`config.mk`:
```
export PLATFORM = sky130hd
export DESIGN_NAME = ls_exception_regs
export DESIGN_NICKNAME = d
export VERILOG_FILES = /design/src/logic/ls_pkg.sv /design/src/logic/ls_exception_regs.sv
export SDC_FILE = /design/constraint.sdc
export NUM_CORES = 1
export LEC_CHECK = 0
export BUFFER_PORTS_ARGS = -buffer_cell sky130_fd_sc_hd__buf_2
export CORE_MARGIN = 3
export CORE_UTILIZATION = 43
export DETAILED_ROUTE_END_ITERATION = 8
export PLACE_DENSITY_LB_ADDON = 0.1
export SLEW_MARGIN = 40
export SYNTH_ARGS = -nofsm -noshare
export SYNTH_HDL_FRONTEND = slang
export SYNTH_SLANG_ARGS = --single-unit
```
`constraint.sdc`:
```
create_clock -name clk -period 7.4 [get_ports clk]
set_input_delay 1.48 -clock clk [delete_from_list [all_inputs] [get_ports clk]]
set_output_delay 1.48 -clock clk [all_outputs]
set_load 0.02 [all_outputs]
```
`src/logic/ls_pkg.sv`:
```
`default_nettype none

package ls_pkg;

    //////////////////////////////////////////////////
    // Widths and memory geometry
    localparam int XLEN = 32;
    localparam int MEM_WORDS = 256;
    // Word index comes from byte address bits 9:2
    localparam int MEM_ADDR_W = 8;

    typedef logic [XLEN-1:0] word_t;
    typedef logic [3:0] byte_en_t;

    //////////////////////////////////////////////////
    // Instruction encodings
    localparam logic [6:0] OPCODE_LOAD = 7'b0000011;
    localparam logic [6:0] OPCODE_STORE = 7'b0100011;

    // funct3 of loads and stores
    typedef enum logic [2:0] {
        LS_B = 3'b000,
        LS_H = 3'b001,
        LS_W = 3'b010,
        L_BU = 3'b100,
        L_HU = 3'b101
    } ls_fn3_t;

    // Exception causes, numbered as in mcause
    typedef enum logic [3:0] {
        EXC_NONE = 4'd0,
        EXC_ILLEGAL_INST = 4'd2,
        EXC_LOAD_MISALIGNED = 4'd4,
        EXC_STORE_MISALIGNED = 4'd6
    } exc_code_t;

    // One instruction word seen as I-type (loads) or S-type (stores)
    typedef union packed {
        struct packed {
            logic [11:0] imm;
            logic [4:0] rs1;
            logic [2:0] fn3;
            logic [4:0] rd;
            logic [6:0] opcode;
        } i_form;
        struct packed {
            logic [6:0] imm_hi;
            logic [4:0] rs2;
            logic [4:0] rs1;
            logic [2:0] fn3;
            logic [4:0] imm_lo;
            logic [6:0] opcode;
        } s_form;
    } ls_instr_u;

endpackage

`default_nettype wire

```
`src/logic/ls_exception_regs.sv`:
```
`timescale 1ns/1ps
`default_nettype none

module ls_exception_regs import ls_pkg::*; (
    input logic clk,
    input logic rst,
    input logic exc_set,
    input exc_code_t exc_code_in,
    input word_t exc_tval_in,
    input logic exc_clear,
    output logic exc_valid,
    output exc_code_t exc_code,
    output word_t exc_tval
);

    logic capture;

    // First exception wins until cleared
    assign capture = exc_set & ~exc_valid & ~exc_clear;

    //////////////////////////////////////////////////
    // Sticky cause
    always_ff @(posedge clk) begin
        if (rst) begin
            exc_valid <= 1'b0;
            exc_code <= EXC_NONE;
        end else if (exc_clear) begin
            exc_valid <= 1'b0;
            exc_code <= EXC_NONE;
        end else if (capture) begin
            exc_valid <= 1'b1;
            exc_code <= exc_code_in;
        end
    end

    // Faulting address or instruction word
    always_ff @(posedge clk) begin
        if (capture)
            exc_tval <= exc_tval_in;
    end

endmodule

`default_nettype wire

```
==> metrics.yaml <==
synth_top_family_by_area: "simple AND/OR/NAND/NOR gates"
grt_pass1_wl_mm: 3.201
first_iter_violations: 29
core_area_mm2: 0.002500
grt_max_degree: 19
yosysUniqueCellTypes: 7
max_slew_margin_pct: 53.57
syn2layout_area_growth_pct: 41.78
yosysTopAreaCell: "edfxtp_1"
place_hpwl_mm: 1.629
seq_area_frac_synth_pct: 92.27
start_kind: "input pin"
crit_fanout: 18
firstDrtPassIters: 5
outcome: "complete, no violations"
antenna_left: 0
cts_made_buffers: 5
n_fill_cell: 183
slew_violations: 0
cts.clk_slew.worst_paths_ns: 0.10
rr_endpoint: "exc_tval[25]"
num_io_pins: 77
die-area_mm2: 0.003330
post_dp_cell_area_mm2: 0.001570
finalCriticalPeriod_ns: 3.001
synth_seq_cells: 37
cts_resized: 0
remaining_drc_errors: 0
rrSetupSlack_ns: 5.32
period_share_pct: 40.55
endpoint_kind: "flop"
first_global_vias: 672
place_congestion: 0.6595
yosys-top-cells-area: "edfxtp_1 (84%), dfxtp_1 (8.7%), mux2i_1 (3.5%), nor3_1 (2.2%), nor2b_1 (1.1%)"
synth-compound-area-share_pct: 0
routedWlPerCell_um: 12.65
vias: 749
cts_buffer_depth: 2
fin_skew_ns: 0.008578
endpoint: "exc_tval[25]"
grt.overflow.total: 0
cts_setup_buffers: 0
htreeDepth: 2
required_ns: 7.42
synth-simple-area-share_pct: 3.591
setup_viol: 0
max_freq_ghz: 0.3332
hold_viol: 0
whs_path_depth: 2
syn_nets: 90
grt_setup_unrepaired: "no"
power.density_mw_per_mm2: 230.4
reg2regPathDepth: 3
vdd_drop_max_uv: 157.0
fin_tns_setup_ns: 0
leakage_nw: 0.7182
clkSinkCount: 37
r2r-start: "exc_valid"
antenna_found_initial: 0
synthAdderAreaFrac_pct: 0
clk_latency_ns: 0.32
path_class: "input pin to flop"
yosysTopAreaCellShare_pct: 83.57
tightest_slew_ns: 0.6933
syn_avg_cell_area_um2: 23.00
synth_xor_area_share_pct: 0
min_path_type: "flop to flop"
synthCells: 50
initial_core_util_pct: 46.00
postLayoutCellArea_mm2: 0.001630
synthMuxAreaShare_pct: 3.482
final_cell_mix: "buf_2 (76), edfxtp_1 (32), nor3_1 (5), clkbuf_4 (5), dfxtp_1 (5)"
startpoint: "exc_set"
nets: 173
cap_viol_max_count: 0
root_buffer: "clkbuf_4"
rows: 18
layout_commonest_cell: "buf_2"
drt_wl_total_mm: 2.075
cts_tree: "done"
yosysWarnings: 0
n_antenna_cell: 0
grt_usage_pct: 13.35
syn_area_mm2: 0.001150
cp.arrival_ns: 3.02
numPortBuffers: 76
die_w_um: 57.71
hold_buffers: 0
layout-drive-gt1-share_pct: 63.43
die_h_um: 57.71
avgViaCountPerCell: 4.567
## cell families (layout without fill, tap and decap cells)
| family | count (synthesis) | in the layout |
|---|---|---|
| buffers and inverters | 1 | 85 |
| AND/OR/NAND/NOR | 8 | 8 |
| flip-flops | 37 | 37 |
| multiplexers | 4 | 4 |
## metal layers
layer | track usage, % | wire [um] | vias to the layer above
li1 | - | - | 361
met1 | 18.37 | 873 | 323
met2 | 16.77 | 830 | 62
met3 | 9.354 | 348 | 3
met4 | 3.974 | 22 | 0
met5 | 0 | 0 | -
## flip-flops by register name, indices dropped and copies added (netlist names)
signal	cells
exc_tval	32
exc_code	4
exc_valid	1
## layout make-up
class                           count  area, um^2  share of cell area, %
Clock buffer                        6       51.30                  3.147
Timing Repair Buffer               77       387.9                  23.79
Multi-Input combinational cell     12       83.83                  5.142
Clock inverter                      2       8.758                 0.5372
Sequential cell                    37        1061                  65.08
Tap cell                           30       37.54                  2.302
## how the worst min path moves through the flow
stage | start | endpoint | slack (ns)
after floorplan | exc_valid | exc_valid | 0.57
after global placement | exc_valid | exc_valid | 0.50
after detailed placement | exc_valid | exc_valid | 0.50
after CTS | exc_valid | exc_valid | 0.52
after global routing | exc_code[1] | exc_code[1] | 0.55
final | exc_valid | exc_valid | 0.52
## where the power goes
part	total, mW	switching, mW	internal [mW]	leakage (nW)
combinational	0.0355	0.0210	0.0145	0.343
clock	0.102	0.0570	0.0447	0.0357
sequential	0.238	0.00207	0.236	0.339
total	0.376	0.0801	0.295	0.718
## cells in the mapped netlist
library cell	number
mux2i_1	4
nor2_1	1
buf_4	1
dfxtp_1	5
nor2b_1	2
nor3_1	5
edfxtp_1	32
## critical path, stage by stage
cell	delay, ns
buf_2	0.08
nor2b_1	0.40
nor2b_2	0.68
buf_4	0.37
## metrics by stage
stage	worst slack (ns)	std cells	hold WS [ns]	util, %	power [mW]
2_1_floorplan	3.764	50	0.5700	-	0.2605
3_3_place_gp	4.067	156	0.4981	62.81	0.2786
3_5_place_dp	4.002	156	0.4972	62.81	0.2792
4_1_cts	4.385	164	0.5169	65.22	0.3816
5_1_grt	4.237	164	0.5541	65.22	0.3960
6_report	4.399	164	0.5151	65.22	0.3756
No activity file was read; power rests on OpenSTA's default activity.
