<file path="config.mk">
export PLATFORM = sky130hd
export DESIGN_NAME = ls_writeback_flat
export DESIGN_NICKNAME = d
export VERILOG_FILES = /design/src/logic/ls_pkg.sv /design/src/logic/mem_sub_unit_if.sv /design/src/logic/ls_writeback.sv /design/src/flat_wrapper.sv
export SDC_FILE = /design/constraint.sdc
export NUM_CORES = 1
export LEC_CHECK = 0
export BUFFER_PORTS_ARGS = -buffer_cell sky130_fd_sc_hd__clkbuf_2
export CORE_MARGIN = 3
export CORE_UTILIZATION = 53
export DETAILED_ROUTE_END_ITERATION = 8
export MAX_ROUTING_LAYER = met4
export PLACE_DENSITY = 0.85
export SYNTH_ARGS = -nofsm -noshare
export SYNTH_HDL_FRONTEND = slang
export SYNTH_SLANG_ARGS = --single-unit
</file>
<file path="constraint.sdc">
create_clock -name clk -period 3.1 [get_ports clk]
set_clock_uncertainty 0.1 [all_clocks]
set_input_delay 0.155 -clock clk [delete_from_list [all_inputs] [get_ports clk]]
set_output_delay 0.155 -clock clk [all_outputs]
set_load 0.1 [all_outputs]
</file>
<file path="src/logic/ls_pkg.sv">
`default_nettype none

package ls_pkg;

    //////////////////////////////////////////////////
    // Widths and memory geometry
    localparam int XLEN = 32;
    localparam int MEM_WORDS = 256;
    // Word index comes from byte address bits 9:2
    localparam int MEM_ADDR_W = 8;

    typedef logic [XLEN-1:0] word_t;
    typedef logic [3:0] byte_en_t;

    //////////////////////////////////////////////////
    // Instruction encodings
    localparam logic [6:0] OPCODE_LOAD = 7'b0000011;
    localparam logic [6:0] OPCODE_STORE = 7'b0100011;

    // funct3 of loads and stores
    typedef enum logic [2:0] {
        LS_B = 3'b000,
        LS_H = 3'b001,
        LS_W = 3'b010,
        L_BU = 3'b100,
        L_HU = 3'b101
    } ls_fn3_t;

    // Exception causes, numbered as in mcause
    typedef enum logic [3:0] {
        EXC_NONE = 4'd0,
        EXC_ILLEGAL_INST = 4'd2,
        EXC_LOAD_MISALIGNED = 4'd4,
        EXC_STORE_MISALIGNED = 4'd6
    } exc_code_t;

    // One instruction word seen as I-type (loads) or S-type (stores)
    typedef union packed {
        struct packed {
            logic [11:0] imm;
            logic [4:0] rs1;
            logic [2:0] fn3;
            logic [4:0] rd;
            logic [6:0] opcode;
        } i_form;
        struct packed {
            logic [6:0] imm_hi;
            logic [4:0] rs2;
            logic [4:0] rs1;
            logic [2:0] fn3;
            logic [4:0] imm_lo;
            logic [6:0] opcode;
        } s_form;
    } ls_instr_u;

endpackage

`default_nettype wire

</file>
<file path="src/logic/mem_sub_unit_if.sv">
`timescale 1ns/1ps
`default_nettype none

interface mem_sub_unit_if import ls_pkg::*; ();

    // Request side, one-cycle pulse on new_request
    logic new_request;
    word_t addr;
    logic re;
    logic we;
    byte_en_t be;
    word_t data_in;

    // Response side, exactly one cycle after the request
    word_t data_out;
    logic data_valid;

    modport controller (
        output new_request, addr, re, we, be, data_in
    );

    modport responder (
        input new_request, addr, re, we, be, data_in,
        output data_out, data_valid
    );

    modport monitor (
        input data_valid, data_out
    );

endinterface

`default_nettype wire

</file>
<file path="src/logic/ls_writeback.sv">
`timescale 1ns/1ps
`default_nettype none

module ls_writeback import ls_pkg::*; (
    input logic clk,
    input logic rst,
    input logic req,
    mem_sub_unit_if.monitor mem,
    input ls_fn3_t load_fn3,
    input logic [1:0] byte_addr,
    input logic fault_pulse,
    output logic ack,
    output word_t load_data,
    output logic fault
);

    logic [7:0] sel_byte;
    logic [15:0] sel_half;
    word_t extended;

    //////////////////////////////////////////////////
    // Lane select and extension
    always_comb begin
        sel_byte = mem.data_out[{byte_addr, 3'b000} +: 8];
        sel_half = byte_addr[1] ? mem.data_out[31:16] : mem.data_out[15:0];
        case (load_fn3)
            LS_B: extended = {{24{sel_byte[7]}}, sel_byte};
            L_BU: extended = {24'b0, sel_byte};
            LS_H: extended = {{16{sel_half[15]}}, sel_half};
            L_HU: extended = {16'b0, sel_half};
            default: extended = mem.data_out;
        endcase
    end

    //////////////////////////////////////////////////
    // Handshake back to the source
    always_ff @(posedge clk) begin
        if (rst) begin
            ack <= 1'b0;
            fault <= 1'b0;
        end else if (mem.data_valid) begin
            ack <= 1'b1;
            fault <= 1'b0;
        end else if (fault_pulse) begin
            ack <= 1'b1;
            fault <= 1'b1;
        end else if (~req) begin
            ack <= 1'b0;
            fault <= 1'b0;
        end
    end

    // Result held until the next response
    always_ff @(posedge clk) begin
        if (mem.data_valid)
            load_data <= extended;
        else if (fault_pulse)
            load_data <= '0;
    end

endmodule

`default_nettype wire

</file>
<file path="src/flat_wrapper.sv">
// flat-port wrapper written by rule: the top's interface ports become plain ports
module ls_writeback_flat import ls_pkg::*;
  (clk, rst, req, load_fn3, byte_addr, fault_pulse, ack, load_data, fault, mem_data_valid, mem_data_out);
  mem_sub_unit_if mem_i ();
  input logic clk;
  input logic rst;
  input logic req;
  input ls_fn3_t load_fn3;
  input logic [1:0] byte_addr;
  input logic fault_pulse;
  output logic ack;
  output word_t load_data;
  output logic fault;
  input wire logic [$bits(mem_i.data_valid)-1:0] mem_data_valid;
  input wire logic [$bits(mem_i.data_out)-1:0] mem_data_out;
  assign mem_i.data_valid = mem_data_valid;
  assign mem_i.data_out = mem_data_out;
  ls_writeback u_core (.clk(clk), .rst(rst), .req(req), .mem(mem_i), .load_fn3(load_fn3), .byte_addr(byte_addr), .fault_pulse(fault_pulse), .ack(ack), .load_data(load_data), .fault(fault));
endmodule
</file>
==> results_tabular.tex <==
\begin{tabular}{lr}
\hline
Metric & Value \\
\hline
\multicolumn{2}{l}{\textbf{Status}} \\
Run status & finished clean \\
\multicolumn{2}{l}{\textbf{Setup path}} \\
Worst reg2reg endpoint & u\_core.fault \\
Worst-case register-to-register setup slack & 2.38 ns \\
Critical Path Fanout Max & 45 \\
Signal arrival time at the worst endpoint & 1.66 ns \\
Startpoint type of the worst setup path & input port \\
R2R depth & 2 \\
Required time at the worst-slack endpoint & 3.04 ns \\
Worst setup path class & in -> reg \\
Worst reg2reg startpoint & u\_core.fault \\
Critical path capture point type & flop \\
\multicolumn{2}{l}{\textbf{Global routing}} \\
Met3 usage & 0.0405 \\
Pin count of the biggest net entering global routing & 46 \\
Met2 layer usage reported by global route & 0.356 \\
Overflow left after global routing & 0 \\
Met1 global-route usage & 0.314 \\
Number of global-route vias before repair & 1620 \\
Most crowded layer after global routing & met2 \\
Initial antenna violation count & 0 \\
Global-route usage over all layers & 0.232 \\
Wire length of the first global-routing pass & 7.78 mm \\
\multicolumn{2}{l}{\textbf{Final layout}} \\
Fraction of layout cells with a size suffix above 1 & 0.326 \\
Final-stage net count & 311 \\
Core utilization of the finished layout & 0.689 \\
Final antenna diode count & 0 \\
Number of fill cells in the layout & 304 \\
Syn-to-layout area delta & 23.7\% \\
\multicolumn{2}{l}{\textbf{Yosys}} \\
Cell area after synthesis & 2070 sq um \\
Number of enable-type register cells in the synthesized netlist & 32 \\
Cell count after synthesis & 205 \\
Flops \& latches, synth & 34 \\
Most frequently used cell type in the post-synthesis netlist & sky130\_fd\_sc\_hd\_\_edfxtp\_1 \\
Async set-or-reset flop fraction in the synthesized netlist & 0 \\
Synth Net Count & 247 \\
Top cells by area in the synthesized netlist & sky130\_fd\_sc\_hd\_\_edfxtp\_1 46\%, sky130\_fd\_sc\_hd\_\_a21o\_1 4.7\%, sky130\_fd\_sc\_hd\_\_a31oi\_1 4.2\% \\
Sequential fraction of the synthesis area & 0.483 \\
Synth warnings & 0 \\
Avg Synthesized Cell Area & 10.1 sq um \\
Number of different library cells in the post-synthesis netlist & 34 \\
Share of the synthesized area in the top cell type & 0.464 \\
Most instantiated flip-flop cell in the synthesis netlist & sky130\_fd\_sc\_hd\_\_edfxtp\_1 \\
Yosys top cell by area & sky130\_fd\_sc\_hd\_\_edfxtp\_1 \\
Most common library cells after synthesis & 32 x sky130\_fd\_sc\_hd\_\_edfxtp\_1, 18 x sky130\_fd\_sc\_hd\_\_nand2\_1, 17 x sky130\_fd\_sc\_hd\_\_a21oi\_1, 17 x sky130\_fd\_sc\_hd\_\_nand3\_1, 14 x sky130\_fd\_sc\_hd\_\_a31oi\_1 \\
\multicolumn{2}{l}{\textbf{Min path}} \\
Hold EP & u\_core.ack \\
Worst Min Path Start & req \\
Classification of the worst-slack hold path & in -> reg \\
Cell count of the worst hold path & 3 \\
\multicolumn{2}{l}{\textbf{Timing}} \\
Setup repair after global routing missed its margin & false \\
Slew at the pin with the worst max-slew slack & 0.826 ns \\
Tmin final & 1.72 ns \\
Slew Limit Fails & 0 \\
Final setup viols & 0 \\
Number of hold violations in the final report & 0 \\
Achievable clock frequency & 582 MHz \\
Post-route fraction of the period consumed by the critical path & 0.554 \\
Max\_slew headroom & 0.449 \\
Total Neg Setup Slack & 0 ns \\
\multicolumn{2}{l}{\textbf{Job}} \\
Max Cap Violations & 0 \\
\multicolumn{2}{l}{\textbf{Floorplan}} \\
Die Span Y & 68.5 um \\
Standard-cell rows & 22 \\
Initial standard-cell utilization of the core & 0.557 \\
Total core area & 3720 sq um \\
Number of primary I/O pins & 76 \\
Area of the die & 4690 sq um \\
Horizontal die dimension & 68.5 um \\
\multicolumn{2}{l}{\textbf{Power and ir drop}} \\
Power density over the cells & 626 nW/um\^{}2 \\
Leakage power & 1.18 nW \\
Worst voltage drop across the vdd grid & 0.291 mV \\
\multicolumn{2}{l}{\textbf{Detailed routing}} \\
First-pass iteration count of the detailed router & 5 \\
Number of vias in the routed layout & 1899 \\
Wire length per cell & 16.2 um \\
Residual DRC count & 0 \\
Via density & 5.97 \\
Count of routing violations after the opening detailed-route iteration & 234 \\
Total routed wirelength & 5.15 mm \\
Antenna violation net count after detailed routing & 0 \\
\multicolumn{2}{l}{\textbf{Place}} \\
Quantity of I/O buffers inserted on ports & 75 \\
Half-perimeter wire length after detailed placement & 3.63 mm \\
Gp weighted congestion & 0.874 \\
\multicolumn{2}{l}{\textbf{Clock tree}} \\
Total clock buffers created by CTS & 5 \\
Post-cts repair resize count & 0 \\
Clock edge transition at the registers on the reported setup and hold paths & 0.07 ns \\
Clk buf depth & 2 \\
CTS tree & yes \\
Number of clock sinks seen by CTS & 34 \\
CTS Root Cell & sky130\_fd\_sc\_hd\_\_clkbuf\_8 \\
CTS H-tree lvls & 2 \\
Source-to-sink clock delay at the later pin of the worst-skew pair & 0.28 ns \\
\hline
\end{tabular}
-- critical path: stages --
cell and delay [ns]:
sky130_fd_sc_hd__clkbuf_2 0.47, sky130_fd_sc_hd__nor3b_1 0.73, sky130_fd_sc_hd__a21oi_1 0.15, sky130_fd_sc_hd__o211a_1 0.15
-- where the power goes --
group | internal [mW] | switching (mW) | total, mW | leakage, nW
logic | 0.0980 | 0.459 | 0.557 | 0.760
clock network | 0.318 | 0.161 | 0.479 | 0.0658
registers | 0.555 | 0.0127 | 0.568 | 0.358
total | 0.972 | 0.632 | 1.60 | 1.18
-- state kept, by name, summed over array words and instances (netlist names) --
name / count
u_core.fault: 1
u_core.ack: 1
u_core.load_data: 32
-- layout by cell type (no fill, tap or decap) --
cell type and instances:
sky130_fd_sc_hd__clkbuf_2 75, sky130_fd_sc_hd__edfxtp_1 32, sky130_fd_sc_hd__nand2_1 18, sky130_fd_sc_hd__a21oi_1 17, sky130_fd_sc_hd__nand3_1 17, sky130_fd_sc_hd__a31oi_1 14
sky130_fd_sc_hd__a21o_1 13, sky130_fd_sc_hd__nand2b_1 8, sky130_fd_sc_hd__mux2i_1 7, sky130_fd_sc_hd__nand4_1 7, sky130_fd_sc_hd__inv_1 6, sky130_fd_sc_hd__nand3b_1 6
sky130_fd_sc_hd__a211o_1 6, sky130_fd_sc_hd__o211a_1 6, sky130_fd_sc_hd__nand4b_1 5, sky130_fd_sc_hd__clkbuf_8 5, sky130_fd_sc_hd__nor2_1 4, sky130_fd_sc_hd__mux2_2 3
sky130_fd_sc_hd__a311oi_1 3, sky130_fd_sc_hd__nor2b_1 2, sky130_fd_sc_hd__bufinv_16 2, sky130_fd_sc_hd__dfxtp_1 2, sky130_fd_sc_hd__or2_2 1, sky130_fd_sc_hd__mux4_2 1
sky130_fd_sc_hd__nand2_2 1, sky130_fd_sc_hd__and3_1 1, sky130_fd_sc_hd__o21a_1 1, sky130_fd_sc_hd__o31a_1 1, sky130_fd_sc_hd__nor3b_1 1, sky130_fd_sc_hd__o21ai_0 1
sky130_fd_sc_hd__a221oi_1 1, sky130_fd_sc_hd__nor3_1 1, sky130_fd_sc_hd__clkinv_1 1, sky130_fd_sc_hd__dlygate4sd3_1 1
-- metal layers --
metal | routed length, um | share of wire
met5 | 0 | 0
met4 | 47 | 0.0091
met3 | 457 | 0.089
met1 | 2230 | 0.43
met2 | 2420 | 0.47
-- worst max-delay path by stage --
stage                             from  slack (ns)  depth (start not counted)              endpoint
after floorplan           byte_addr[0]        1.50                          5  u_core.load_data[14]
after CTS                 byte_addr[1]        1.42                          4  u_core.load_data[18]
final                      load_fn3[1]        1.38                          4   u_core.load_data[0]
after global routing       load_fn3[1]        1.24                          4   u_core.load_data[5]
after detailed placement  byte_addr[1]        1.12                          4  u_core.load_data[18]
after global placement    byte_addr[1]        1.15                          4  u_core.load_data[22]
-- logic make-up after synthesis --
| kind of cell | after synthesis | share of synthesized area |
|---|---|---|
| compound gates | 63 | 0.212 |
| mux | 11 | 0.0610 |
| flops | 34 | 0.483 |
| buf+inv | 25 | 0.0532 |
| simple gates | 72 | 0.190 |
-- layout make-up --
type                            count  area (sq um)  share of cell area
Clock inverter                      3          63.8              0.0249
Timing Repair Buffer               76           385               0.150
Tap cell                           48          60.1              0.0234
Inverter                            6          22.5             0.00879
Clock buffer                        5          68.8              0.0269
Multi-Input combinational cell    146           960               0.375
Sequential cell                    34          1000               0.391
-- through the flow --
step / area [sq um] / total power [mW] / cells / hold WS, ns / setup slack [ns]
finish: 2560 / 1.60 / 318 / 0.0228 / 1.38
global route: 2560 / 1.66 / 318 / 0.0430 / 1.24
CTS: 2560 / 1.61 / 318 / 0.0227 / 1.42
detailed placement: 2420 / 1.13 / 309 / 0.235 / 1.12
global placement: 2420 / 1.13 / 309 / 0.234 / 1.15
floorplan: 2070 / 1.04 / 205 / 0.127 / 1.50
-- repair_timing --
item	4_1_cts	5_1_grt
setup buffers	0	0
hold buffers	1	0
hold endpoints to repair	2	0
(Power assumes the default switching activity.)
