==> src/logic/ls_pkg.sv <==
`default_nettype none

package ls_pkg;

    //////////////////////////////////////////////////
    // Widths and memory geometry
    localparam int XLEN = 32;
    localparam int MEM_WORDS = 256;
    // Word index comes from byte address bits 9:2
    localparam int MEM_ADDR_W = 8;

    typedef logic [XLEN-1:0] word_t;
    typedef logic [3:0] byte_en_t;

    //////////////////////////////////////////////////
    // Instruction encodings
    localparam logic [6:0] OPCODE_LOAD = 7'b0000011;
    localparam logic [6:0] OPCODE_STORE = 7'b0100011;

    // funct3 of loads and stores
    typedef enum logic [2:0] {
        LS_B = 3'b000,
        LS_H = 3'b001,
        LS_W = 3'b010,
        L_BU = 3'b100,
        L_HU = 3'b101
    } ls_fn3_t;

    // Exception causes, numbered as in mcause
    typedef enum logic [3:0] {
        EXC_NONE = 4'd0,
        EXC_ILLEGAL_INST = 4'd2,
        EXC_LOAD_MISALIGNED = 4'd4,
        EXC_STORE_MISALIGNED = 4'd6
    } exc_code_t;

    // One instruction word seen as I-type (loads) or S-type (stores)
    typedef union packed {
        struct packed {
            logic [11:0] imm;
            logic [4:0] rs1;
            logic [2:0] fn3;
            logic [4:0] rd;
            logic [6:0] opcode;
        } i_form;
        struct packed {
            logic [6:0] imm_hi;
            logic [4:0] rs2;
            logic [4:0] rs1;
            logic [2:0] fn3;
            logic [4:0] imm_lo;
            logic [6:0] opcode;
        } s_form;
    } ls_instr_u;

endpackage

`default_nettype wire

==> src/logic/mem_sub_unit_if.sv <==
`timescale 1ns/1ps
`default_nettype none

interface mem_sub_unit_if import ls_pkg::*; ();

    // Request side, one-cycle pulse on new_request
    logic new_request;
    word_t addr;
    logic re;
    logic we;
    byte_en_t be;
    word_t data_in;

    // Response side, exactly one cycle after the request
    word_t data_out;
    logic data_valid;

    modport controller (
        output new_request, addr, re, we, be, data_in
    );

    modport responder (
        input new_request, addr, re, we, be, data_in,
        output data_out, data_valid
    );

    modport monitor (
        input data_valid, data_out
    );

endinterface

`default_nettype wire

==> src/logic/ls_issue.sv <==
`timescale 1ns/1ps
`default_nettype none

module ls_issue import ls_pkg::*; (
    input logic clk,
    input logic rst,
    input logic req,
    input logic ack,
    input ls_instr_u instr,
    input word_t rs1_data,
    input word_t rs2_data,
    mem_sub_unit_if.controller mem,
    output ls_fn3_t load_fn3,
    output logic [1:0] byte_addr,
    output logic fault_pulse,
    output logic exc_set,
    output exc_code_t exc_code_in,
    output word_t exc_tval_in
);

    logic busy;
    logic accept;
    logic is_load;
    logic is_store;
    logic fn3_ok;
    logic illegal;
    logic misaligned;
    logic fault;
    ls_fn3_t fn3;
    logic [11:0] offset;
    word_t addr;
    byte_en_t be;
    word_t store_data;

    //////////////////////////////////////////////////
    // Decode and address
    always_comb begin
        fn3 = ls_fn3_t'(instr.i_form.fn3);
        is_load = instr.i_form.opcode == OPCODE_LOAD;
        is_store = instr.s_form.opcode == OPCODE_STORE;
        case (fn3)
            LS_B, LS_H, LS_W: fn3_ok = 1'b1;
            L_BU, L_HU: fn3_ok = is_load;
            default: fn3_ok = 1'b0;
        endcase
        illegal = ~(is_load | is_store) | ~fn3_ok;

        offset = is_store ? {instr.s_form.imm_hi, instr.s_form.imm_lo} : instr.i_form.imm;
        addr = rs1_data + {{(XLEN-12){offset[11]}}, offset};

        case (fn3)
            LS_H, L_HU: misaligned = addr[0];
            LS_W: misaligned = |addr[1:0];
            default: misaligned = 1'b0;
        endcase
        fault = illegal | misaligned;
    end

    // Byte lanes for stores
    always_comb begin
        case (fn3)
            LS_B: be = byte_en_t'(4'b0001 << addr[1:0]);
            LS_H: be = byte_en_t'(4'b0011 << addr[1:0]);
            default: be = 4'b1111;
        endcase
        store_data = rs2_data << {addr[1:0], 3'b000};
    end

    assign accept = req & ~busy;

    // Exception capture happens on the accepting edge
    assign exc_set = accept & fault;
    assign exc_code_in = illegal ? EXC_ILLEGAL_INST :
                         is_load ? EXC_LOAD_MISALIGNED : EXC_STORE_MISALIGNED;
    assign exc_tval_in = illegal ? word_t'(instr) : addr;

    //////////////////////////////////////////////////
    // Control state
    always_ff @(posedge clk) begin
        if (rst) begin
            busy <= 1'b0;
            mem.new_request <= 1'b0;
            fault_pulse <= 1'b0;
        end else begin
            mem.new_request <= accept & ~fault;
            fault_pulse <= accept & fault;
            if (accept)
                busy <= 1'b1;
            else if (~req & ~ack)
                busy <= 1'b0;
        end
    end

    // Request payload and load attributes
    always_ff @(posedge clk) begin
        if (accept) begin
            mem.addr <= addr;
            mem.re <= is_load;
            mem.we <= is_store;
            mem.be <= is_store ? be : '0;
            mem.data_in <= store_data;
            load_fn3 <= fn3;
            byte_addr <= addr[1:0];
        end
    end

endmodule

`default_nettype wire

==> src/flat_wrapper.sv <==
// flat-port wrapper written by rule: the top's interface ports become plain ports
module ls_issue_flat import ls_pkg::*;
  (clk, rst, req, ack, instr, rs1_data, rs2_data, load_fn3, byte_addr, fault_pulse, exc_set, exc_code_in, exc_tval_in, mem_new_request, mem_addr, mem_re, mem_we, mem_be, mem_data_in);
  mem_sub_unit_if mem_i ();
  input logic clk;
  input logic rst;
  input logic req;
  input logic ack;
  input ls_instr_u instr;
  input word_t rs1_data;
  input word_t rs2_data;
  output ls_fn3_t load_fn3;
  output logic [1:0] byte_addr;
  output logic fault_pulse;
  output logic exc_set;
  output exc_code_t exc_code_in;
  output word_t exc_tval_in;
  output wire logic [$bits(mem_i.new_request)-1:0] mem_new_request;
  output wire logic [$bits(mem_i.addr)-1:0] mem_addr;
  output wire logic [$bits(mem_i.re)-1:0] mem_re;
  output wire logic [$bits(mem_i.we)-1:0] mem_we;
  output wire logic [$bits(mem_i.be)-1:0] mem_be;
  output wire logic [$bits(mem_i.data_in)-1:0] mem_data_in;
  assign mem_new_request = mem_i.new_request;
  assign mem_addr = mem_i.addr;
  assign mem_re = mem_i.re;
  assign mem_we = mem_i.we;
  assign mem_be = mem_i.be;
  assign mem_data_in = mem_i.data_in;
  ls_issue u_core (.clk(clk), .rst(rst), .req(req), .ack(ack), .instr(instr), .rs1_data(rs1_data), .rs2_data(rs2_data), .mem(mem_i), .load_fn3(load_fn3), .byte_addr(byte_addr), .fault_pulse(fault_pulse), .exc_set(exc_set), .exc_code_in(exc_code_in), .exc_tval_in(exc_tval_in));
endmodule
==> config.mk <==
export PLATFORM = sky130hd
export DESIGN_NAME = ls_issue_flat
export DESIGN_NICKNAME = d
export VERILOG_FILES = /design/src/logic/ls_pkg.sv /design/src/logic/mem_sub_unit_if.sv /design/src/logic/ls_issue.sv /design/src/flat_wrapper.sv
export SDC_FILE = /design/constraint.sdc
export NUM_CORES = 1
export LEC_CHECK = 0
export ABC_AREA = 1
export BUFFER_PORTS_ARGS = -buffer_cell sky130_fd_sc_hd__buf_4
export CAP_MARGIN = 10
export CORE_ASPECT_RATIO = 0.8
export CORE_UTILIZATION = 51
export CTS_CLUSTER_DIAMETER = 200
export DETAILED_ROUTE_END_ITERATION = 8
export PLACE_DENSITY = 0.8
export SLEW_MARGIN = 25
export SYNTH_ARGS = -nofsm -noshare
export SYNTH_HDL_FRONTEND = slang
export SYNTH_SLANG_ARGS = --single-unit
==> constraint.sdc <==
create_clock -name clk -period 4.4 [get_ports clk]
set_input_delay 0.22 -clock clk [delete_from_list [all_inputs] [get_ports clk]]
set_output_delay 0.22 -clock clk [all_outputs]
set_load 0.005 [all_outputs]
==> results_dict.tcl, run 1 <==
set metrics [dict create \
    cts_tree "done" \
    grt.overflow.total 0 \
    drt-vias-per-instance 5.12 \
    tightestPinTransition_ns 0.829 \
    antenna_cells 0 \
    syn_area_um2 5790 \
    first_iter_violations 625 \
    grt.met3_usage_pct 6.98 \
    ir_drop_mv 0.179 \
    ys_seq_elements 76 \
    synth_top_area_cell "edfxtp_1" \
    synth_adder_area_share_pct 7.04 \
    crit_top_cell "nand2_1" \
    dr.pass1.iters 5 \
    muxShareOfSynthArea_pct 0 \
    io_pins 214 \
    p_per_area_nw_per_um2 305 \
    final.period_utilization_pct 80.7 \
    start_util_pct 52.8 \
    status "complete, no violations" \
    crit_family "simple AND/OR/NAND/NOR gates" \
    synth.area.top_cells "edfxtp_1 38%, nand2_1 21%, inv_1 9.6%" \
    clock_skew_ns 0.00883 \
    p_leak_nw 4.25 \
    grt_pass1_vias 5512 \
    grt_max_degree 37 \
    slew-limit-headroom_pct 44.7 \
    dieHeight_um 97.3 \
    yosys_warnings 0 \
    synth-compound-area-share_pct 6.74 \
    htreeDepth 3 \
    startpoint_type "input port" \
    cpPeakStageDelay_ns 0.67 \
    synth-xor-area-share_pct 2.68 \
    ys_types 35 \
    post-route-util_pct 71.1 \
    cts_made_buffers 9 \
    dp_cells 1173 \
    hold_class "in -> reg" \
    gr-usage-met1_pct 46.3 \
    timing.critical_path.buf_inv 5 \
    cts-hold-fix-buffers 0 \
    setup_tns_ns 0 \
    cts_root_buf "clkbuf_16" \
    drt.antenna.violating_nets 0 \
    final_nets 1173 \
    hpwl_mm 15.0 \
    die_width_um 121 \
    critPathKind "in -> out" \
    cp_cell_sequence "buf_4, nor4_4, nand2_1, o21ai_0, ha_1, inv_1, fa_1, inv_2, nor2_1, o32a_1, nand2_1, nand2_1, inv_1, buf_4" \
    port_buffers 211 \
    cp_max_fo 17 \
    wirelength_mm 18.6 \
    fillers 1000 \
    hold_viol 0 \
    drv_cap 0 \
    setup_viol 0 \
    clk_pin_slew_ns 0.06 \
    areaGrowthSynthToFinish_pct 34.6 \
    clkLatencyLatePin_ns 0.35 \
    yosys.area_share.simple_pct 33.0 \
    grt.busiest_layer "met2" \
    cts_buffer_depth 2 \
    rows 34 \
    period_minus_slack_ns 3.55 \
    rsz0062_at_grt "false" \
    vias 6087 \
    use_met2_pct 48.2 \
    synth_top_family_by_area "simple AND/OR/NAND/NOR gates" \
    design.core.area_um2 11000 \
    avgRoutedWirePerCell_um 15.6 \
    gp_congestion 0.964 \
    drive_above_1_share_pct 23.0 \
    postSynthAreaPerCell_um2 6.99 \
    crit_path_end_kind "primary output" \
    cts.sinks 76 \
    multiInputGateArea_um2 2880 \
    crit_arrival_ns 3.33 \
    critPathSlowestCell "fa_1" \
    netlist_instances 829 \
    seq_area_um2 2250 \
    yosysSeqAreaShare_pct 38.9 \
    max_freq_ghz 0.282 \
    grt_antenna_before_repair 1 \
    grtUsageTotal_pct 32.3 \
    drc 0 \
    postCtsSetupRepairBufs 0 \
    grt_pass1_wl_mm 29.0 \
    dieArea_um2 11800 \
    finalNonFillerCells 1190 \
    finalMaxSlewViolations 0 \
    synth.top_cell.area_share_pct 37.8 \
    cp_data_required_time_ns 4.18 \
    cts_resized 0 \
]
## cells in the mapped netlist (all sizes together)
| master | count |
|---|---|
| nor3 | 5 |
| edfxtp | 73 |
| nand2 | 329 |
| nor4 | 1 |
| and3 | 1 |
| nand3 | 44 |
| o21bai | 3 |
| buf | 10 |
| nand4 | 1 |
| nand3b | 5 |
| dfxtp | 3 |
| inv | 150 |
| ha | 31 |
| o21ai | 21 |
| a21oi | 27 |
| o32a | 1 |
| xor2 | 12 |
| a22oi | 3 |
| xnor2 | 4 |
| fa | 1 |
| conb | 1 |
| o2111ai | 1 |
| and2 | 15 |
| nor2 | 70 |
| o22ai | 5 |
| a211oi | 1 |
| clkinv | 1 |
| clkbuf | 6 |
| a21o | 4 |
## power breakdown
group | internal (mW) | switching (mW)
clock network | 0.391 | 0.338
logic | 0.312 | 0.422
registers | 0.892 | 0.0207
total | 1.59 | 0.781
## worst paths after layout
check / start / to / slack, ns / cells past startpoint
setup / recovery: instr[3] / exc_set / 0.85 / 14
hold / removal: rst / u_core.busy / 0.05 / 2
setup reg to reg: u_core.busy / u_core.mem.addr[6] / 2.82 / 3
hold reg to reg: u_core.busy / u_core.busy / 0.49 / 2
## logic make-up (layout without fill, tap and decap cells)
logic type / after synthesis / after routing
AOI/OAI and AO/OA: 66 / 66
xor gates and xnor gates: 16 / 16
adders and majority gates: 32 / 32
buffers and inverters: 167 / 383
DFF: 76 / 76
other: 1 / 2
and+or+nand+nor: 471 / 471
## flip-flops by register name, summed over array words and instances (netlist names)
name / count
u_core.busy: 1
u_core.byte_addr: 1
u_core.fault_pulse: 1
u_core.load_fn3: 3
u_core.mem.addr: 31
u_core.mem.be: 4
u_core.mem.data_in: 32
u_core.mem.new_request: 1
u_core.mem.re: 1
u_core.mem.we: 1
## cell type report
class / instances / share of cell area (%)
flip-flops and latches: 76 / 28.9
inverters: 151 / 7.33
repair buffers: 216 / 20.9
clock buffers: 9 / 2.89
well taps: 144 / 2.31
clock inverters: 7 / 0.738
multi-input cells: 587 / 36.9
## metal layers
layer,vias to the layer above,part of all wire (%)
li1,3015,-
met1,2685,44
met2,332,43
met3,53,9.9
met4,2,3.1
met5,-,0.18
## worst reg2reg max path, cell delays in order, from the launching register on
cell and delay, ns:
dfxtp_1 0.33, nor2_4 0.29, buf_12 0.24, buf_4 0.38
## stage by stage
stage	total power [mW]	hold WS, ns	setup WS (ns)	cell area, µm²
finish	2.38	0.0506	0.848	7800
global placement	1.63	0.401	1.04	7500
CTS	2.36	0.0498	0.855	7780
global route	2.49	0.0579	0.637	7800
floorplan	1.31	0.289	0.428	5800
detailed placement	1.64	0.402	0.830	7500
## placed cells by master, fill, tap and decap left out, types with 2 or more instances in the layout
cell        netlist  routed
ha_1             31      31
nand2_1         328     328
buf_4             4     215
and2_1           15      15
dfxtp_1           3       3
a21oi_1          27      27
o21bai_1          3       3
nand3_1          44      44
o21ai_1           4       4
clkinvlp_4        0       2
a21o_1            4       4
conb_1            1       2
xor2_1           10      10
xor2_2            2       2
inv_1           148     148
inv_2             2       2
xnor2_1           4       4
nor2_1           70      69
o22ai_1           5       5
edfxtp_1         73      73
inv_6             0       3
a22oi_1           3       3
o21ai_0          17      17
clkbuf_16         0       9
nand3b_1          5       5
nor3_1            5       5
(Power assumes the default switching activity.)
==> inputs of run 2 (changes only) <==
clock period = 3.3 ns   (was 4.4 ns; I/O delays follow)
==> run 2 against run 1 <==
Compared with the run above:
- worst setup slack lost 0.57 ns
- clock skew hardly changed
- sequential power increased by 34%
- register-to-register slack got worse by 0.90 ns
- power up 39%
- core utilization increased by 0.74 points
- critical endpoint is now exc_tval_in[24]
- cell area grew 1.0%
- largest cell class unchanged
- sequential share of layout area decreased by 0.30 points
==> results_dict.tcl, run 2 (same netlist as run 1, synthesis figures left out) <==
set metrics [dict create \
    areaGrowthSynthToFinish_pct 36.0 \
    layout_commonest_cell "nand2_1" \
    p_leak_nw 4.30 \
    post_dp_cell_area_um2 7550 \
    cp_max_fo 8 \
    mostFrequentLayoutCells "327 x nand2_1, 220 x buf_4, 148 x inv_1, 73 x edfxtp_1, 69 x nor2_1" \
    reg_top3 "u_core.mem.data_in: 32 flops, u_core.mem.addr: 31 flops, u_core.mem.be: 4 flops" \
    first_iter_violations 680 \
    dr.pass1.iters 5 \
    cts_root_buf "clkbuf_16" \
    finalMaxSlewViolations 0 \
    cts_made_buffers 9 \
    drt.antenna.violating_nets 0 \
    period_minus_slack_ns 3.02 \
    cp_data_required_time_ns 3.13 \
    crit_arrival_ns 2.86 \
    status "complete, no violations" \
    dp_cells 1178 \
    crit_start "instr[2]" \
    r2r_start "u_core.busy" \
    port_buffers 211 \
    rows 34 \
    clock_skew_ns 0.00884 \
    hold_class "in -> reg" \
    dieArea_um2 11800 \
    die_width_um 121 \
    finalWorstSetupSlack_ns 0.275 \
    ir_drop_mv 0.286 \
    final.period_utilization_pct 91.7 \
    rsz0062_at_grt "false" \
    avgRoutedWirePerCell_um 15.9 \
    grt_max_degree 69 \
    hold_viol 0 \
    largest_register_ffs 32 \
    min_from "rst" \
    cts.sinks 76 \
    design.core.area_um2 11000 \
    gp_congestion 0.954 \
    clk_pin_slew_ns 0.07 \
    cts_buffer_depth 2 \
    setup_tns_ns 0 \
    final_area_um2 7880 \
    p_per_area_nw_per_um2 418 \
    htreeDepth 3 \
    dieHeight_um 97.3 \
    grtUsageTotal_pct 33.0 \
    final_nets 1178 \
    start_util_pct 52.8 \
    grt.overflow.total 0 \
    wirelength_mm 19.0 \
    critPathKind "in -> out" \
    cts-hold-fix-buffers 0 \
    clkLatencyLatePin_ns 0.34 \
    drt-vias-per-instance 5.10 \
    cts_tree "done" \
    place_ws_ns 0.0168 \
    setup_viol 0 \
    grt_pass1_wl_mm 29.7 \
    max_freq_ghz 0.331 \
    grt_pass1_vias 5643 \
    io_pins 214 \
    hpwl_mm 15.3 \
    drv_cap 0 \
    finalNonFillerCells 1195 \
    vias 6096 \
    drc 0 \
    drive_above_1_share_pct 23.4 \
    startpoint_type "input port" \
    grt_antenna_before_repair 0 \
    top_register "u_core.mem.data_in" \
    antenna_cells 0 \
    crit_path_end_kind "primary output" \
]
run 2: changes by cell type in the layout (fill, tap and decap cells not counted), sizes merged:
cell,delta
clkbuf,+1
clkinvlp,-2
buf,+5
inv,-2
clkinv,+1
bufinv,+2
run 2: path summary, 6_finish.rpt:
path	cells past startpoint	slack, ns	to
hold / removal	2	0.002	u_core.busy
setup / recovery	18	0.28	exc_tval_in[24]
hold reg to reg	2	0.49	u_core.busy
setup reg to reg	2	1.92	u_core.mem.addr[13]
run 2: per-stage QoR:
step                      hold WS, ns  power, mW  utilization [%]
after floorplan                 0.234       1.75                -
after global placement          0.358       2.19             68.8
after detailed placement        0.354       2.20             68.8
after CTS                     0.00389       3.29             71.7
after global routing           0.0118       3.44             71.8
final                         0.00232       3.30             71.8
run 2: final cells by class:
cell class / instances / area, µm²
fill: 931 / 3090
multi-input combinational: 587 / 2880
sequential: 76 / 2250
timing repair buffer: 221 / 1670
inverter: 151 / 572
clock buffer: 10 / 229
tap: 144 / 180
clock inverter: 6 / 95.1
run 2: timing repair:
| item | CTS | global route |
|---|---|---|
| hold endpoints to repair | 0 | 0 |
| gates resized for setup | 0 | 1 |
| endpoints found under the setup margin | 0 | 10 |
| setup buffers | 0 | 1 |
run 2: worst max-delay path, stage by stage:
cell	delay, ns
buf_4	0.12
nor4_4	0.34
nand2_2	0.19
o21ai_0	0.19
ha_1	0.19
inv_1	0.06
fa_1	0.40
inv_1	0.10
nand3_1	0.08
nand3_1	0.16
nand2_1	0.07
nand2_1	0.17
nand2_1	0.11
nand3_1	0.10
nand2_1	0.07
nand3_1	0.13
nand2_1	0.07
buf_4	0.13
run 2: layer usage:
metal  routed length, µm  GRT usage (%)  part of all wire, %  vias up
met3                1690           5.81                  8.9       30
met5                   0              0                    0        -
li1                    -              -                    -     3020
met4                 369           8.45                  1.9        0
met2                8380           51.5                   44      294
met1                8610           47.2                   45     2752
run 2: power breakdown:
part           leakage (nW)  switching, mW  internal (mW)  total [mW]
clock network         0.158          0.424          0.671        1.10
registers             0.727         0.0298           1.19        1.22
logic                  3.41          0.561          0.421       0.982
total                  4.30           1.01           2.28        3.30
==> inputs of run 3 (changes only) <==
MAX_ROUTING_LAYER = met4   (was default)
==> run 3 against run 2 <==
Compared with the run above:
- combinational power is 0.4% lower
- cell area is 0.68% lower
- maximum frequency is 0.82% lower
- via count is 0.44% higher
- clock power is 12% lower
- core utilization is 0.49 points lower
- sequential power hardly changed
- register-to-register slack worse by 0.36 ns
- non-clock buffer count is 2 lower
- first-iteration DRC count is 14% lower
- critical path type unchanged
- largest cell class unchanged
- highest routed layer unchanged
==> results_dict.tcl, run 3 (same netlist as run 1, synthesis figures left out) <==
set metrics [dict create \
    ir_drop_mv 0.264 \
    critPathSlowestCell "fa_1" \
    finalMaxSlewViolations 0 \
    slew-limit-headroom_pct 42.0 \
    cp_data_required_time_ns 3.13 \
    avgRoutedWirePerCell_um 16.0 \
    vias 6123 \
    gp_congestion 0.995 \
    cts_tree "done" \
    cts.sinks 76 \
    start_util_pct 52.8 \
    clk_pin_slew_ns 0.06 \
    startpoint_type "input port" \
    cts_resized 0 \
    areaGrowthSynthToFinish_pct 35.1 \
    grt_pass1_wl_mm 29.7 \
    crit_path_end_kind "primary output" \
    max_freq_ghz 0.328 \
    drc 0 \
    drt.antenna.violating_nets 0 \
    crit_arrival_ns 2.88 \
    status "complete, no violations" \
    p_per_area_nw_per_um2 404 \
    tightestPinTransition_ns 0.868 \
    crit_top_cell "nand2_1" \
    reg_top3 "u_core.mem.data_in: 32 flops, u_core.mem.addr: 31 flops, u_core.mem.be: 4 flops" \
    grt_pass1_vias 5684 \
    cts_made_buffers 9 \
    hold_viol 0 \
    wirelength_mm 19.1 \
    post_dp_cell_area_um2 7540 \
    largest_register_ffs 32 \
    dieHeight_um 97.3 \
    design.core.area_um2 11000 \
    grt_max_degree 36 \
    rows 34 \
    dieArea_um2 11800 \
    p_leak_nw 4.26 \
    mostFrequentLayoutCells "326 x nand2_1, 218 x buf_4, 148 x inv_1, 73 x edfxtp_1, 69 x nor2_1" \
    cts_buffer_depth 2 \
    antenna_cells 0 \
    final_area_um2 7830 \
    cp_cell_sequence "buf_4, nor4_4, nand2_2, o21ai_0, ha_1, inv_1, fa_1, inv_1, nand2_1, nand3_1, nand2_1, nand2_1, nand2_1, nand2_1, nand2_1, nand3_1, nand2_1, buf_4" \
    grt.overflow.total 0 \
    drv_cap 0 \
    drive_above_1_share_pct 23.5 \
    cp_max_fo 8 \
    cpPeakStageDelay_ns 0.41 \
    layout_commonest_cell "nand2_1" \
    fillers 930 \
    setup_tns_ns 0 \
    drt-vias-per-instance 5.13 \
    io_pins 214 \
    grtUsageTotal_pct 34.1 \
    first_iter_violations 588 \
    top_register "u_core.mem.data_in" \
    rsz0062_at_grt "false" \
    hold_class "in -> reg" \
    clock_skew_ns 0.00929 \
    final.period_utilization_pct 92.4 \
    final_nets 1176 \
    htreeDepth 3 \
    cts-hold-fix-buffers 0 \
    grt_antenna_before_repair 0 \
    hpwl_mm 15.3 \
    clkLatencyLatePin_ns 0.35 \
    cts_root_buf "clkbuf_16" \
    die_width_um 121 \
    dr.pass1.iters 5 \
    critPathKind "in -> out" \
    period_minus_slack_ns 3.05 \
    port_buffers 211 \
    postCtsSetupRepairBufs 0 \
    setup_viol 0 \
]
==> run 3: area by class of cell <==
class | count | area (µm²) | share of cell area [%]
Sequential cell | 76 | 2250 | 28.8
Timing Repair Buffer | 219 | 1660 | 21.2
Multi-Input combinational cell | 587 | 2880 | 36.8
Tap cell | 144 | 180 | 2.30
Inverter | 151 | 572 | 7.30
Clock inverter | 7 | 57.6 | 0.735
Clock buffer | 9 | 225 | 2.88
==> run 3: final timing paths <==
kind | start | to | slack [ns] | cells after the start
max | instr[2] | exc_tval_in[26] | 0.25 | 18
min | rst | u_core.busy | 0.004 | 2
max reg2reg | u_core.busy | u_core.mem.addr[11] | 1.56 | 2
min reg2reg | u_core.busy | u_core.busy | 0.49 | 2
==> run 3: layer usage <==
layer  global-route usage [%]  part of all wire (%)  vias up
met4                     12.4                   3.0        0
met2                     50.2                    43      315
li1                         -                     -     3020
met1                     45.8                    43     2739
met3                     7.92                    11       49
met5                        -                     0        -
==> run 3: per-stage QoR <==
step / instances / util [%] / hold slack (ns) / total power, mW / worst slack [ns]
floorplan: 830 / - / 0.234 / 1.75 / 0.517
global placement: 1177 / 68.7 / 0.352 / 2.18 / 0.213
detailed placement: 1177 / 68.7 / 0.361 / 2.20 / 0.110
CTS: 1193 / 71.3 / 0.00625 / 3.16 / 0.201
global route: 1193 / 71.3 / 0.0110 / 3.32 / 0.0248
finish: 1193 / 71.3 / 0.00427 / 3.16 / 0.250
==> run 3: worst max-delay path: cells and delay by family <==
family	cells	cell delay, ns
compound gates	1	0.18
fa+ha+maj	2	0.59
buf+inv	4	0.41
simple gates	11	1.53
==> run 3: report_power, final <==
| group | internal (mW) | switching, mW | leakage [nW] | total, mW |
|---|---|---|---|---|
| registers | 1.19 | 0.0294 | 0.727 | 1.22 |
| logic | 0.419 | 0.558 | 3.40 | 0.978 |
| clock network | 0.522 | 0.442 | 0.135 | 0.964 |
